$ cat src/hdl/coreCfgPkg.sv
package coreCfgPkg;

    // ALU operation codes
    localparam int aluFuncW = 3;

    localparam logic [aluFuncW-1:0] aluAdd   = 3'd0;
    localparam logic [aluFuncW-1:0] aluSub   = 3'd1;
    localparam logic [aluFuncW-1:0] aluAnd   = 3'd2;
    localparam logic [aluFuncW-1:0] aluOr    = 3'd3;
    localparam logic [aluFuncW-1:0] aluXor   = 3'd4;
    localparam logic [aluFuncW-1:0] aluSlt   = 3'd5;
    localparam logic [aluFuncW-1:0] aluPassB = 3'd6;

    // Operand source in execute
    localparam logic fwdReg = 1'b0;
    localparam logic fwdWb  = 1'b1;

    // First fetch address
    localparam logic [31:0] resetPc = 32'h0000_0000;

endpackage

$ cat src/hdl/rvIsaPkg.sv
package rvIsaPkg;

    localparam int xlen     = 32;
    localparam int regAddrW = 5;

    // Major opcodes
    localparam logic [6:0] opOp     = 7'b0110011;
    localparam logic [6:0] opOpImm  = 7'b0010011;
    localparam logic [6:0] opLui    = 7'b0110111;
    localparam logic [6:0] opBranch = 7'b1100011;

    // funct3, same codes for register and immediate forms
    localparam logic [2:0] f3AddSub = 3'b000;
    localparam logic [2:0] f3Slt    = 3'b010;
    localparam logic [2:0] f3Xor    = 3'b100;
    localparam logic [2:0] f3Or     = 3'b110;
    localparam logic [2:0] f3And    = 3'b111;
    localparam logic [2:0] f3Beq    = 3'b000;
    localparam logic [2:0] f3Bne    = 3'b001;

    localparam logic [6:0] f7Base = 7'b0000000;
    localparam logic [6:0] f7Sub  = 7'b0100000;

    // One instruction word seen in the four formats
    typedef union packed {
        struct packed {
            logic [6:0] funct7;
            logic [4:0] rs2;
            logic [4:0] rs1;
            logic [2:0] funct3;
            logic [4:0] rd;
            logic [6:0] opcode;
        } r;
        struct packed {
            logic [11:0] imm12;
            logic [4:0]  rs1;
            logic [2:0]  funct3;
            logic [4:0]  rd;
            logic [6:0]  opcode;
        } i;
        struct packed {
            logic [19:0] imm20;
            logic [4:0]  rd;
            logic [6:0]  opcode;
        } u;
        struct packed {
            logic       imm12;
            logic [5:0] imm10to5;
            logic [4:0] rs2;
            logic [4:0] rs1;
            logic [2:0] funct3;
            logic [3:0] imm4to1;
            logic       imm11;
            logic [6:0] opcode;
        } b;
    } rvInstr;

endpackage

$ cat src/hdl/pipeCtrlIf.sv
`timescale 1ns/1ps

interface pipeCtrlIf (
    input logic cpuClk
);
    import rvIsaPkg::*;

    // Hazard inputs from the stages
    logic [regAddrW-1:0] exRs1;
    logic [regAddrW-1:0] exRs2;
    logic                exValid;
    logic [regAddrW-1:0] wbRd;
    logic                wbWrite;
    logic                branchTaken;

    // Controls back to the stages
    logic flushFetch;
    logic flushDecode;
    logic fwdSel1;
    logic fwdSel2;

    modport ctrl (
        input  cpuClk, exRs1, exRs2, exValid, wbRd, wbWrite, branchTaken,
        output flushFetch, flushDecode, fwdSel1, fwdSel2
    );
    modport fetch (input flushFetch);
    modport dec (input flushDecode, output exRs1, exRs2, exValid);
    modport exe (input exValid, fwdSel1, fwdSel2, output wbRd, wbWrite, branchTaken);

endinterface

$ cat src/hdl/decodeStage.sv
`timescale 1ns/1ps

module decodeStage (
    input  logic                               cpuClk,
    input  logic                               rstN,
    input  rvIsaPkg::rvInstr                   idInstr,
    input  logic [rvIsaPkg::xlen-1:0]          idPc,
    input  logic                               idValid,
    input  logic [rvIsaPkg::xlen-1:0]          rdData1,
    input  logic [rvIsaPkg::xlen-1:0]          rdData2,
    output logic [rvIsaPkg::regAddrW-1:0]      rs1,
    output logic [rvIsaPkg::regAddrW-1:0]      rs2,
    output logic [rvIsaPkg::xlen-1:0]          exPc,
    output logic [rvIsaPkg::xlen-1:0]          exOpA,
    output logic [rvIsaPkg::xlen-1:0]          exOpB,
    output logic [rvIsaPkg::xlen-1:0]          exImm,
    output logic [rvIsaPkg::regAddrW-1:0]      exRd,
    output logic [coreCfgPkg::aluFuncW-1:0]    exAluFunc,
    output logic                               exUseImm,
    output logic                               exIsBranch,
    output logic                               exBranchNe,
    output logic                               exWrite,
    pipeCtrlIf.dec                             ctrl
);
    import rvIsaPkg::*;
    import coreCfgPkg::*;

    logic [xlen-1:0]     immI;
    logic [xlen-1:0]     immU;
    logic [xlen-1:0]     immB;
    logic [xlen-1:0]     imm;
    logic [aluFuncW-1:0] aluFunc;
    logic                useImm;
    logic                isBranch;
    logic                writeRd;
    logic                keep;

    assign rs1 = idInstr.r.rs1;
    assign rs2 = idInstr.r.rs2;

    assign immI = {{20{idInstr.i.imm12[11]}}, idInstr.i.imm12};
    assign immU = {idInstr.u.imm20, 12'b0};
    assign immB = {{20{idInstr.b.imm12}}, idInstr.b.imm11, idInstr.b.imm10to5,
                   idInstr.b.imm4to1, 1'b0};

    // ------------------------------
    // Control decode
    // ------------------------------
    always_comb begin
        aluFunc  = aluAdd;
        imm      = immI;
        useImm   = 1'b0;
        isBranch = 1'b0;
        writeRd  = 1'b0;
        case (idInstr.r.opcode)
            opOp, opOpImm: begin
                writeRd = 1'b1;
                useImm  = (idInstr.r.opcode == opOpImm);
                case (idInstr.i.funct3)
                    f3AddSub: aluFunc = aluAdd;
                    f3Slt:    aluFunc = aluSlt;
                    f3Xor:    aluFunc = aluXor;
                    f3Or:     aluFunc = aluOr;
                    f3And:    aluFunc = aluAnd;
                    default:  writeRd = 1'b0;
                endcase
                // Register form also checks funct7
                if (!useImm) begin
                    if (idInstr.r.funct7 == f7Sub && idInstr.r.funct3 == f3AddSub) begin
                        aluFunc = aluSub;
                    end else if (idInstr.r.funct7 != f7Base) begin
                        writeRd = 1'b0;
                    end
                end
            end
            opLui: begin
                aluFunc = aluPassB;
                imm     = immU;
                useImm  = 1'b1;
                writeRd = 1'b1;
            end
            opBranch: begin
                imm      = immB;
                isBranch = (idInstr.b.funct3 == f3Beq) || (idInstr.b.funct3 == f3Bne);
            end
            default: begin
                // Anything else passes through as a no-op
                writeRd = 1'b0;
            end
        endcase
    end

    assign keep = idValid && !ctrl.flushDecode;

    always_ff @(posedge cpuClk or negedge rstN) begin
        if (!rstN) begin
            ctrl.exValid <= 1'b0;
            exWrite      <= 1'b0;
            exIsBranch   <= 1'b0;
        end else begin
            ctrl.exValid <= keep;
            exWrite      <= keep && writeRd;
            exIsBranch   <= keep && isBranch;
        end
    end

    // Decode-to-execute payload
    always_ff @(posedge cpuClk) begin
        exPc       <= idPc;
        exOpA      <= rdData1;
        exOpB      <= rdData2;
        exImm      <= imm;
        exRd       <= idInstr.r.rd;
        exAluFunc  <= aluFunc;
        exUseImm   <= useImm;
        exBranchNe <= (idInstr.b.funct3 == f3Bne);
        ctrl.exRs1 <= idInstr.r.rs1;
        ctrl.exRs2 <= idInstr.r.rs2;
    end

endmodule

$ cat src/hdl/executeStage.sv
`timescale 1ns/1ps

module executeStage (
    input  logic                               cpuClk,
    input  logic                               rstN,
    input  logic [rvIsaPkg::xlen-1:0]          exPc,
    input  logic [rvIsaPkg::xlen-1:0]          exOpA,
    input  logic [rvIsaPkg::xlen-1:0]          exOpB,
    input  logic [rvIsaPkg::xlen-1:0]          exImm,
    input  logic [rvIsaPkg::regAddrW-1:0]      exRd,
    input  logic [coreCfgPkg::aluFuncW-1:0]    exAluFunc,
    input  logic                               exUseImm,
    input  logic                               exIsBranch,
    input  logic                               exBranchNe,
    input  logic                               exWrite,
    output logic [rvIsaPkg::xlen-1:0]          branchTarget,
    output logic [rvIsaPkg::regAddrW-1:0]      wrAddr,
    output logic [rvIsaPkg::xlen-1:0]          wrData,
    output logic                               wrEn,
    output logic                               retireValid,
    output logic [rvIsaPkg::xlen-1:0]          retirePc,
    output logic [rvIsaPkg::regAddrW-1:0]      retireRd,
    output logic [rvIsaPkg::xlen-1:0]          retireData,
    pipeCtrlIf.exe                             ctrl
);
    import rvIsaPkg::*;
    import coreCfgPkg::*;

    logic [xlen-1:0] opA;
    logic [xlen-1:0] opB;
    logic [xlen-1:0] aluB;
    logic [xlen-1:0] aluOut;

    // ------------------------------
    // Operand select and ALU
    // ------------------------------
    assign opA  = (ctrl.fwdSel1 == fwdWb) ? wrData : exOpA;
    assign opB  = (ctrl.fwdSel2 == fwdWb) ? wrData : exOpB;
    assign aluB = exUseImm ? exImm : opB;

    always_comb begin
        case (exAluFunc)
            aluAdd:   aluOut = opA + aluB;
            aluSub:   aluOut = opA - aluB;
            aluAnd:   aluOut = opA & aluB;
            aluOr:    aluOut = opA | aluB;
            aluXor:   aluOut = opA ^ aluB;
            aluSlt:   aluOut = {31'b0, $signed(opA) < $signed(aluB)};
            aluPassB: aluOut = aluB;
            default:  aluOut = '0;
        endcase
    end

    // BEQ on equal, BNE on different
    assign ctrl.branchTaken = ctrl.exValid && exIsBranch && ((opA == opB) != exBranchNe);
    assign branchTarget     = exPc + exImm;

    // ------------------------------
    // Writeback register
    // ------------------------------
    always_ff @(posedge cpuClk or negedge rstN) begin
        if (!rstN) begin
            wrEn        <= 1'b0;
            retireValid <= 1'b0;
        end else begin
            wrEn        <= ctrl.exValid && exWrite;
            retireValid <= ctrl.exValid;
        end
    end

    always_ff @(posedge cpuClk) begin
        wrAddr   <= exRd;
        wrData   <= aluOut;
        retirePc <= exPc;
    end

    assign ctrl.wbRd    = wrAddr;
    assign ctrl.wbWrite = wrEn;

    // Branches and no-ops report nothing written
    assign retireRd   = wrEn ? wrAddr : '0;
    assign retireData = wrEn ? wrData : '0;

endmodule

$ cat src/hdl/fetchUnit.sv
`timescale 1ns/1ps

module fetchUnit (
    input  logic                          cpuClk,
    input  logic                          rstN,
    input  logic [rvIsaPkg::xlen-1:0]     wbDatI,
    input  logic                          wbAck,
    input  logic [rvIsaPkg::xlen-1:0]     branchTarget,
    output logic                          wbCyc,
    output logic                          wbStb,
    output logic [rvIsaPkg::xlen-1:0]     wbAdr,
    output rvIsaPkg::rvInstr              idInstr,
    output logic [rvIsaPkg::xlen-1:0]     idPc,
    output logic                          idValid,
    pipeCtrlIf.fetch                      ctrl
);
    import rvIsaPkg::*;
    import coreCfgPkg::*;

    logic [xlen-1:0] pc;
    logic            reqActive;
    // Set when a branch redirects while a request is still waiting
    logic            discard;

    assign wbCyc = reqActive;
    assign wbStb = reqActive;

    // ------------------------------
    // Request state and PC
    // ------------------------------
    always_ff @(posedge cpuClk or negedge rstN) begin
        if (!rstN) begin
            pc        <= resetPc;
            wbAdr     <= resetPc;
            reqActive <= 1'b0;
            discard   <= 1'b0;
            idValid   <= 1'b0;
        end else begin
            idValid <= 1'b0;
            if (reqActive) begin
                if (wbAck) begin
                    reqActive <= 1'b0;
                    discard   <= 1'b0;
                    if (!discard && !ctrl.flushFetch) begin
                        idValid <= 1'b1;
                        pc      <= pc + 32'd4;
                    end
                end else if (ctrl.flushFetch) begin
                    discard <= 1'b1;
                end
            end else begin
                // One idle cycle between requests
                reqActive <= 1'b1;
                wbAdr     <= ctrl.flushFetch ? branchTarget : pc;
            end
            if (ctrl.flushFetch) begin
                pc <= branchTarget;
            end
        end
    end

    // Fetch-to-decode payload
    always_ff @(posedge cpuClk) begin
        if (reqActive && wbAck) begin
            idInstr <= wbDatI;
            idPc    <= wbAdr;
        end
    end

    // Classic cycle holds address and strobe until the acknowledge
    assert property (@(posedge cpuClk) disable iff (!rstN)
        wbStb && !wbAck |=> $stable(wbAdr) && wbStb && wbCyc);

endmodule

$ cat src/hdl/pipeControl.sv
`timescale 1ns/1ps

module pipeControl (
    pipeCtrlIf.ctrl ctrl
);
    import rvIsaPkg::*;
    import coreCfgPkg::*;

    // Writeback holds a live result for this source register
    function automatic logic wbHit(
        input logic                valid,
        input logic                write,
        input logic [regAddrW-1:0] dest,
        input logic [regAddrW-1:0] src
    );
        return valid && write && (dest != '0) && (dest == src);
    endfunction

    // Branch resolves in execute, both younger slots are dropped
    assign ctrl.flushFetch  = ctrl.branchTaken;
    assign ctrl.flushDecode = ctrl.branchTaken;

    assign ctrl.fwdSel1 = wbHit(ctrl.exValid, ctrl.wbWrite, ctrl.wbRd, ctrl.exRs1) ?
                          fwdWb : fwdReg;
    assign ctrl.fwdSel2 = wbHit(ctrl.exValid, ctrl.wbWrite, ctrl.wbRd, ctrl.exRs2) ?
                          fwdWb : fwdReg;

    // x0 results from execute are never forwarded
    assert property (@(posedge ctrl.cpuClk)
        (ctrl.wbRd == '0) |-> (ctrl.fwdSel1 == fwdReg) && (ctrl.fwdSel2 == fwdReg));

endmodule

$ cat src/hdl/registerFile.sv
`timescale 1ns/1ps

module registerFile (
    input  logic                          cpuClk,
    input  logic                          rstN,
    input  logic [rvIsaPkg::regAddrW-1:0] rs1,
    input  logic [rvIsaPkg::regAddrW-1:0] rs2,
    input  logic [rvIsaPkg::regAddrW-1:0] wrAddr,
    input  logic [rvIsaPkg::xlen-1:0]     wrData,
    input  logic                          wrEn,
    output logic [rvIsaPkg::xlen-1:0]     rdData1,
    output logic [rvIsaPkg::xlen-1:0]     rdData2
);
    import rvIsaPkg::*;

    logic [xlen-1:0] regs [1 << regAddrW];
    logic            wrLive;

    // x0 is never written, so the write-through must skip it too
    assign wrLive = wrEn && (wrAddr != '0);

    always_ff @(posedge cpuClk or negedge rstN) begin
        if (!rstN) begin
            for (int k = 0; k < (1 << regAddrW); k++) begin
                regs[k] <= '0;
            end
        end else if (wrLive) begin
            regs[wrAddr] <= wrData;
        end
    end

    assign rdData1 = (wrLive && wrAddr == rs1) ? wrData : regs[rs1];
    assign rdData2 = (wrLive && wrAddr == rs2) ? wrData : regs[rs2];

    assert property (@(posedge cpuClk) (rs1 == '0) |-> (rdData1 == '0));
    assert property (@(posedge cpuClk) (rs2 == '0) |-> (rdData2 == '0));

endmodule

$ cat src/hdl/rv32Core.sv
`timescale 1ns/1ps

module rv32Core (
    input  logic                          cpuClk,
    input  logic                          rstN,
    output logic                          wbCyc,
    output logic                          wbStb,
    output logic [rvIsaPkg::xlen-1:0]     wbAdr,
    input  logic [rvIsaPkg::xlen-1:0]     wbDatI,
    input  logic                          wbAck,
    output logic                          retireValid,
    output logic [rvIsaPkg::xlen-1:0]     retirePc,
    output logic [rvIsaPkg::regAddrW-1:0] retireRd,
    output logic [rvIsaPkg::xlen-1:0]     retireData
);
    import rvIsaPkg::*;
    import coreCfgPkg::*;

    rvInstr              idInstr;
    logic [xlen-1:0]     idPc;
    logic                idValid;
    logic [regAddrW-1:0] rs1;
    logic [regAddrW-1:0] rs2;
    logic [xlen-1:0]     rdData1;
    logic [xlen-1:0]     rdData2;
    logic [xlen-1:0]     exPc;
    logic [xlen-1:0]     exOpA;
    logic [xlen-1:0]     exOpB;
    logic [xlen-1:0]     exImm;
    logic [regAddrW-1:0] exRd;
    logic [aluFuncW-1:0] exAluFunc;
    logic                exUseImm;
    logic                exIsBranch;
    logic                exBranchNe;
    logic                exWrite;
    logic [xlen-1:0]     branchTarget;
    logic [regAddrW-1:0] wrAddr;
    logic [xlen-1:0]     wrData;
    logic                wrEn;

    pipeCtrlIf i_pipeCtrl (.cpuClk(cpuClk));

    // ------------------------------
    // Stages
    // ------------------------------
    fetchUnit i_fetchUnit (
        .cpuClk(cpuClk), .rstN(rstN),
        .wbDatI(wbDatI), .wbAck(wbAck), .branchTarget(branchTarget),
        .wbCyc(wbCyc), .wbStb(wbStb), .wbAdr(wbAdr),
        .idInstr(idInstr), .idPc(idPc), .idValid(idValid),
        .ctrl(i_pipeCtrl.fetch)
    );

    registerFile i_registerFile (
        .cpuClk(cpuClk), .rstN(rstN),
        .rs1(rs1), .rs2(rs2),
        .wrAddr(wrAddr), .wrData(wrData), .wrEn(wrEn),
        .rdData1(rdData1), .rdData2(rdData2)
    );

    decodeStage i_decodeStage (
        .cpuClk(cpuClk), .rstN(rstN),
        .idInstr(idInstr), .idPc(idPc), .idValid(idValid),
        .rdData1(rdData1), .rdData2(rdData2),
        .rs1(rs1), .rs2(rs2),
        .exPc(exPc), .exOpA(exOpA), .exOpB(exOpB), .exImm(exImm), .exRd(exRd),
        .exAluFunc(exAluFunc), .exUseImm(exUseImm), .exIsBranch(exIsBranch),
        .exBranchNe(exBranchNe), .exWrite(exWrite),
        .ctrl(i_pipeCtrl.dec)
    );

    executeStage i_executeStage (
        .cpuClk(cpuClk), .rstN(rstN),
        .exPc(exPc), .exOpA(exOpA), .exOpB(exOpB), .exImm(exImm), .exRd(exRd),
        .exAluFunc(exAluFunc), .exUseImm(exUseImm), .exIsBranch(exIsBranch),
        .exBranchNe(exBranchNe), .exWrite(exWrite),
        .branchTarget(branchTarget),
        .wrAddr(wrAddr), .wrData(wrData), .wrEn(wrEn),
        .retireValid(retireValid), .retirePc(retirePc),
        .retireRd(retireRd), .retireData(retireData),
        .ctrl(i_pipeCtrl.exe)
    );

    // Hazard control
    pipeControl i_pipeControl (
        .ctrl(i_pipeCtrl.ctrl)
    );

endmodule

$ cat config.mk
export PLATFORM = sky130hd
export DESIGN_NAME = rv32Core
export DESIGN_NICKNAME = d
export VERILOG_FILES = /design/src/hdl/coreCfgPkg.sv /design/src/hdl/rvIsaPkg.sv /design/src/hdl/pipeCtrlIf.sv /design/src/hdl/decodeStage.sv /design/src/hdl/executeStage.sv /design/src/hdl/fetchUnit.sv /design/src/hdl/pipeControl.sv /design/src/hdl/registerFile.sv /design/src/hdl/rv32Core.sv
export SDC_FILE = /design/constraint.sdc
export NUM_CORES = 2
export LEC_CHECK = 0
export BUFFER_PORTS_ARGS = -buffer_cell sky130_fd_sc_hd__buf_2
export CAP_MARGIN = 20
export CORE_MARGIN = 5
export CORE_UTILIZATION = 30
export CTS_BUF_LIST = sky130_fd_sc_hd__clkbuf_16
export DETAILED_ROUTE_END_ITERATION = 12
export GPL_ROUTABILITY_DRIVEN = 0
export GPL_TIMING_DRIVEN = 0
export SLEW_MARGIN = 20
export SYNTH_ARGS = -nofsm -noshare
export SYNTH_HDL_FRONTEND = slang
export SYNTH_SLANG_ARGS = --single-unit
$ cat constraint.sdc
create_clock -name cpuClk -period 11.15 [get_ports cpuClk]
set_input_delay 1.6725 -clock cpuClk [delete_from_list [all_inputs] [get_ports cpuClk]]
set_output_delay 1.6725 -clock cpuClk [all_outputs]
set_load 0.02 [all_outputs]
* Word-level counts from Yosys, hierarchy flattened
Index checks and enable logic that the tools add are counted.
** Storage, ports and cells
- Bits in latches :: 0
- Register bits :: 1377
- Input port bits :: 35
- Bits in writable memories :: 0
- ROM bits :: 0
- Memories kept :: 0
- Word-level logic and storage cells :: 168
** Cells by class
- Equality and inequality tests :: 22
- Reductions and logical operators :: 31
- Div/mod/pow operators :: 0
- $lt $le $gt $ge :: 5
- Muxes and demuxes :: 43
- Bitwise operators :: 6
- Shifts and indexed selects :: 0
- Multipliers :: 0
- Add/sub/neg operators :: 4
** Operators by type and width (number)
- 1024-bit bitwise mux :: 1
- 32-bit two-way mux :: 16
- 32-bit binary-select mux with 5-bit select :: 2
- 32-bit one-hot mux with 7 select lines :: 1
- 32-bit demux with 5-bit select :: 1
- 32-bit adder :: 2
- 31-bit one-hot mux with 2 select lines :: 1
- 32-bit by 3-bit adder with 32-bit output (second input constant) :: 1
- 32-bit AND :: 1
- 32-bit == test :: 1
- 32-bit < comparator :: 1
- 32-bit bitwise OR :: 1
- 32-bit subtractor :: 1
- 32-bit XOR :: 1
- 7-bit by 6-bit == test with 1-bit output (second input constant) :: 3
- 5-bit == test :: 4
- 3-bit == test (second input constant) :: 6
- 6-bit >= comparator (second input constant) :: 3
- 5-bit inverter with 6-bit output :: 3
- 1-bit logical AND :: 17
- 1-bit two-way mux :: 14
- 3-bit one-hot mux with 4 select lines :: 1
- 3-bit by 2-bit == test with 1-bit output (second input constant) :: 3
- 7-bit by 5-bit == test with 1-bit output (second input constant) :: 1
- 18 further kinds :: 25

* Depth between registers and ports, before layout
- Depth after elaboration :: 14
- Depth in mapped cells :: 25
- Mapped depth without buffers :: 21

* Hierarchy
From an unflattened synthesis, not the netlist that was laid out.
** Second synthesis, totals
- Cells, all modules :: 5434
- Area total of the unflattened synthesis :: 72545.8 sq um
** Modules (own cells, without submodules)
- registerFile :: area an instance 53445.0 sq um, cells each 3483, seq. area each 25624.6 sq um, instances 1
- executeStage :: area an instance 9978.3 sq um, cells each 1271, seq. area each 1431.4 sq um, instances 1
- fetchUnit :: area an instance 5398.9 sq um, cells each 432, seq. area each 3598.5 sq um, instances 1
- decodeStage :: area an instance 3578.4 sq um, cells each 230, seq. area each 3037.9 sq um, instances 1
- pipeControl :: area an instance 145.1 sq um, cells each 18, seq. area each 0.0 sq um, instances 1

* Worst setup path before layout
OpenSTA, ideal clock, no wires.
- Path type :: register to register
- Start :: register i_executeStage.wrAddr, in the netlist i_executeStage.ctrl.wbRd[3]
- End :: register i_executeStage.wrData[31] in the netlist's numbering
- Path buffers :: 5
- Data arrival time :: 5.402 ns
- Slack :: 5.621 ns
- Cell stages (with the launch flop) :: 24
- Cell sequence :: dfxtp_1 > nor3_2 > a211oi_2 > nand2_2 > buf_4 > buf_6 > clkbuf_1 > buf_1 > nor2_1 > a21oi_1 > o21ai_0 > ha_1 > clkbuf_1 > inv_1 > or3_1 > or3_1 > a21oi_1 > o221ai_1 > a31o_2 > a21oi_1 > o21ai_0 > and3_1 > o21a_1 > or3_1
** On the way
- Word-level cells in the longest chain between the ends :: 8
- Elaborated cells on any way between the ends :: 17
- Those cells by class :: 2 x add/sub; 2 x eq/ne; 6 x mux; 3 x bitwise; 4 x reduce/logical
** Ends and longest elaborated chain
- start, declared :: line executeStage.sv:17 : output logic [rvIsaPkg::regAddrW-1:0] wrAddr,
- start signal, assigned :: line executeStage.sv:72 : wrAddr <= exRd;
- 5-bit nonzero test :: line pipeControl.sv:16 : return valid && write && (dest != '0) && (dest == src);
- 1-bit logical AND (2 in a row) :: line pipeControl.sv:16
- 1-bit two-way mux :: line pipeControl.sv:25 : assign ctrl.fwdSel2 = wbHit(ctrl.exValid, ctrl.wbWrite, ctrl.wbRd, ctrl.exRs2) ?
- 32-bit two-way mux :: line executeStage.sv:38 : assign opB = (ctrl.fwdSel2 == fwdWb) ? wrData : exOpB;
- 32-bit two-way mux :: line executeStage.sv:39 : assign aluB = exUseImm ? exImm : opB;
- 32-bit subtractor (tied with other cells) :: line executeStage.sv:44 : aluSub: aluOut = opA - aluB;
- 32-bit one-hot mux with 7 select lines (*) :: line executeStage.sv:42 : case (exAluFunc)
- end signal, assigned :: line executeStage.sv:73 : wrData <= aluOut;
- end, declared :: line executeStage.sv:18 : output logic [rvIsaPkg::xlen-1:0] wrData,
Every way passes the cells marked *; elsewhere a longest branch is shown, timed or not.
A chain may end at the register's enable or synchronous reset.

* Worst setup path after layout
Ends and elaborated chain as after synthesis.

==> out/results.tsv <==
stage	metric	value	unit
cts	postCtsHoldBufs	0	
cts	path_clk_slew	0.06	ns
setup_path	crit_family	simple AND/OR/NAND/NOR gates	
timing	maxSlewViolCount	0	
cts	cts_buffers	152	
cts	postCtsSetupBuffers	0	
hold_path	hp-start	i_decodeStage.exRd[3]	
synthesis	ys_ff_latch	1377	
synthesis	seq_area_frac_synth	45.9	%
detailed_routing	drt-pass1-iter-count	8	
floorplan	rows	181	
synthesis	synth_area_leaders	dfrtp_1 37%, mux4_2 20%, mux2_2 14%	
pwr	p_leak	36.2	nW
setup_path	cpMaxStageDelayCell	nor3_2	
grt	antenna_found_initial	19	
timing	timing.final.hold_violations	0	
cts	clk_path_buf_depth	3	
synthesis	async_flop_share	79.6	%
floorplan	die_x	505	µm
timing	maxSlewHeadroom	17.0	%
timing	finalCritPeriodShare	71.6	%
hold_path	min_path_cells	0	
timing	fin_setup_tns	0	ns
cts	root_buffer	clkbuf_16	
setup_path	critical_path_class	flop to flop	
grt	grtUsageTotal	20.8	%
floorplan	ios	139	
timing	fmax	125	MHz
hold_path	worstHoldPathType	flop to flop	
grt	grt_pass1_wl	386000	µm
layout	fillers	23600	
timing	setup_viol	0	
detailed_routing	via_count	52800	
setup_path	path_buf_inv	6	
synthesis	synthFlopType	dfrtp_1	
synthesis	synth_top_cell_area_share	37.4	%
cts	post_cts_resized	0	
placement	io_buffers	138	
placement	preCtsSetupSlack	3.49	ns
grt	grt_max_degree	137	
setup_path	endpoint_kind	flop	
hold_path	holdPathEnd	i_executeStage.ctrl.wbRd[3]	
setup_path	worstPathRequired	11.82	ns
detailed_routing	wire_per_inst	29.7	µm
synthesis	yosysUniqueCellTypes	105	
floorplan	start_util	30.2	%
setup_path	worstPathMaxFanout	10	
placement	dp_hpwl	199000	µm
synthesis	yosysWarnings	0	
setup_path	r2r_cells	23	
timing	layout_setup_ws	3.16	ns
layout	drive_above_1_share	34.4	%
synthesis	synth_area_leader_cell	dfrtp_1	
job	max_cap_violations	0	
layout	layout.cells.most_common	dfrtp_1	
setup_path	crit_chain	nor3_2, a211oi_2, nand2_2, buf_4, buf_6, clkbuf_1, buf_1, nor2_1, a21oi_1, o21ai_0, ha_1, clkbuf_1, inv_1, or3_1, or3_1, a21oi_1, o221ai_1, a31o_2, a21oi_1, o21ai_0, and3_1, o21a_1, or3_1	
timing	worst_slew_pin_slew	1.25	ns
layout	num-nets-final	5982	
cts	cts_max_level	4	
cts	clock-sinks	1377	
cts	cts_tree	yes	
pwr	power_density	132	nW/µm²
setup_path	r2r_slack	3.16	ns
synthesis	synth_edf_count	64	
setup_path	r2r-end	i_executeStage.wrData[31]	
detailed_routing	drt-initial-drc-count	6465	
detailed_routing	drc	0	
floorplan	core	243000	µm²
cts	clk_latency	0.82	ns
synthesis	synth_cells	5521	
detailed_routing	via_per_inst	5.76	
grt	grt_pass1_vias	53000	
synthesis	syn-cell-area	73400	µm²
setup_path	reg2reg_from	i_executeStage.ctrl.wbRd[3]	
timing	fin_crit	7.99	ns
synthesis	synth.avg_cell_area	13.3	µm²
setup_path	cpPeakStageDelay	0.81	ns
setup_path	arrival	8.65	ns
outcome	status	complete, no violations	
detailed_routing	finalWirelength	272000	µm
layout	layout_common_cells	1096 x dfrtp_1, 885 x mux2_2, 640 x mux4_2	
floorplan	die_y	505	µm
pwr	ir_drop	0.157	mV
timing	rsz0062_at_grt	false	
timing	skew	0.0478	ns
synthesis	synth_nets	5673	
floorplan	dieArea	255000	µm²
detailed_routing	route.antenna.remaining_nets	0	
layout	finish.utilization	34.3	%
setup_path	cp-start-kind	flop	
grt	grt-ovfl-total	0	
layout	syn2layout_area_growth	13.6	%
timing	hold_slack	0.308	ns
sequential cells by signal, indices dropped and copies added, names as in the netlist, 3 cells and up:
register,flops
i_decodeStage.ctrl.exRs1,5
i_decodeStage.ctrl.exRs2,5
i_decodeStage.exAluFunc,3
i_decodeStage.exImm,32
i_decodeStage.exOpA,32
i_decodeStage.exOpB,32
i_decodeStage.exPc,32
i_decodeStage.exRd,5
i_executeStage.ctrl.wbRd,5
i_executeStage.retirePc,32
i_executeStage.wrData,32
i_fetchUnit.idInstr,32
i_fetchUnit.idPc,32
i_fetchUnit.pc,32
i_fetchUnit.wbAdr,32
i_registerFile.regs,1024
power breakdown:
part / total (mW) / switching (mW) / internal [mW]
clock network: 4.86 / 2.22 / 2.64
registers: 5.25 / 0.109 / 5.14
logic: 0.928 / 0.622 / 0.305
total: 11.0 / 2.96 / 8.09
cells by family (layout without fill, tap and decap cells):
logic type | Yosys count | after routing | synth area share [%]
DFF | 1377 | 1377 | 45.9
and+or+nand+nor | 746 | 746 | 4.74
buffers and inverters | 649 | 1085 | 3.47
other | 0 | 12 | 0
xor gates and xnor gates | 148 | 148 | 1.80
AOI/OAI and AO/OA | 828 | 828 | 7.10
adders and majority gates | 117 | 117 | 2.02
muxes | 1656 | 1656 | 35.0
worst reg2reg max path, stage by stage, from the launching register on:
cell	delay (ns)
dfxtp_1	0.41
nor3_2	0.82
a211oi_2	0.44
nand2_2	0.31
buf_4	0.26
buf_6	0.21
clkbuf_1	0.46
buf_1	0.49
nor2_1	0.08
a21oi_1	0.21
o21ai_0	0.19
ha_1	0.36
clkbuf_1	0.41
inv_1	0.18
or3_1	0.43
or3_1	0.45
a21oi_1	0.27
o221ai_1	0.27
a31o_2	0.32
a21oi_1	0.27
o21ai_0	0.18
and3_1	0.21
o21a_1	0.17
or3_1	0.44
cell usage after synthesis, drive strengths merged, types with 57 or more instances:
cell	count
dfrtp	1096
a21oi	149
inv	118
mux2i	131
mux4	640
ha	114
dfxtp	217
xor2	58
and2	57
mux2	885
o21ai	359
nand2	368
nor2	153
xnor2	90
clkbuf	446
buf	83
edfxtp	64
layer usage:
| metal | vias up | GRT usage, % | share of wire, % |
|---|---|---|---|
| met5 | - | 0 | 0.0084 |
| met4 | 4 | 9.88 | 5.6 |
| met3 | 769 | 7.35 | 11 |
| met2 | 2984 | 31.7 | 45 |
| met1 | 27700 | 26.2 | 39 |
| li1 | 21300 | - | - |
per-stage QoR:
stage          power [mW]  std cells  area, µm²
4_1_cts              11.1       9157      83300
2_1_floorplan        5.84       5521      73400
6_report             11.0       9171      83400
5_1_grt              11.4       9159      83400
3_5_place_dp         6.27       8876      78600
3_3_place_gp         6.24       8861      78100
final cells by class:
type                       count  area (µm²)  area share [%]
antenna                       12        30.0          0.0360
multi-input combinational   3495       37200            44.6
tap                         3202        4010            4.80
clock inverter               128         925            1.11
sequential                  1377       33700            40.4
timing repair buffer         155        1050            1.26
buffer                       529        2200            2.64
clock buffer                 153        3830            4.59
inverter                     120         453           0.543
worst max path at each step:
stage	startpoint	end	slack, ns	cells past startpoint
floorplan	i_executeStage.ctrl.wbRd[3]	i_executeStage.wrData[31]	5.62	23
global placement	rstN	i_registerFile.regs[231]	-15.84	1
detailed placement	i_executeStage.ctrl.wbRd[3]	i_executeStage.wrData[28]	3.49	20
CTS	i_executeStage.ctrl.wbRd[3]	i_executeStage.wrData[28]	3.44	20
global route	i_executeStage.ctrl.wbRd[3]	i_executeStage.wrData[28]	2.91	20
finish	i_executeStage.ctrl.wbRd[3]	i_executeStage.wrData[31]	3.16	23
Power figures use the tool's default switching activity.
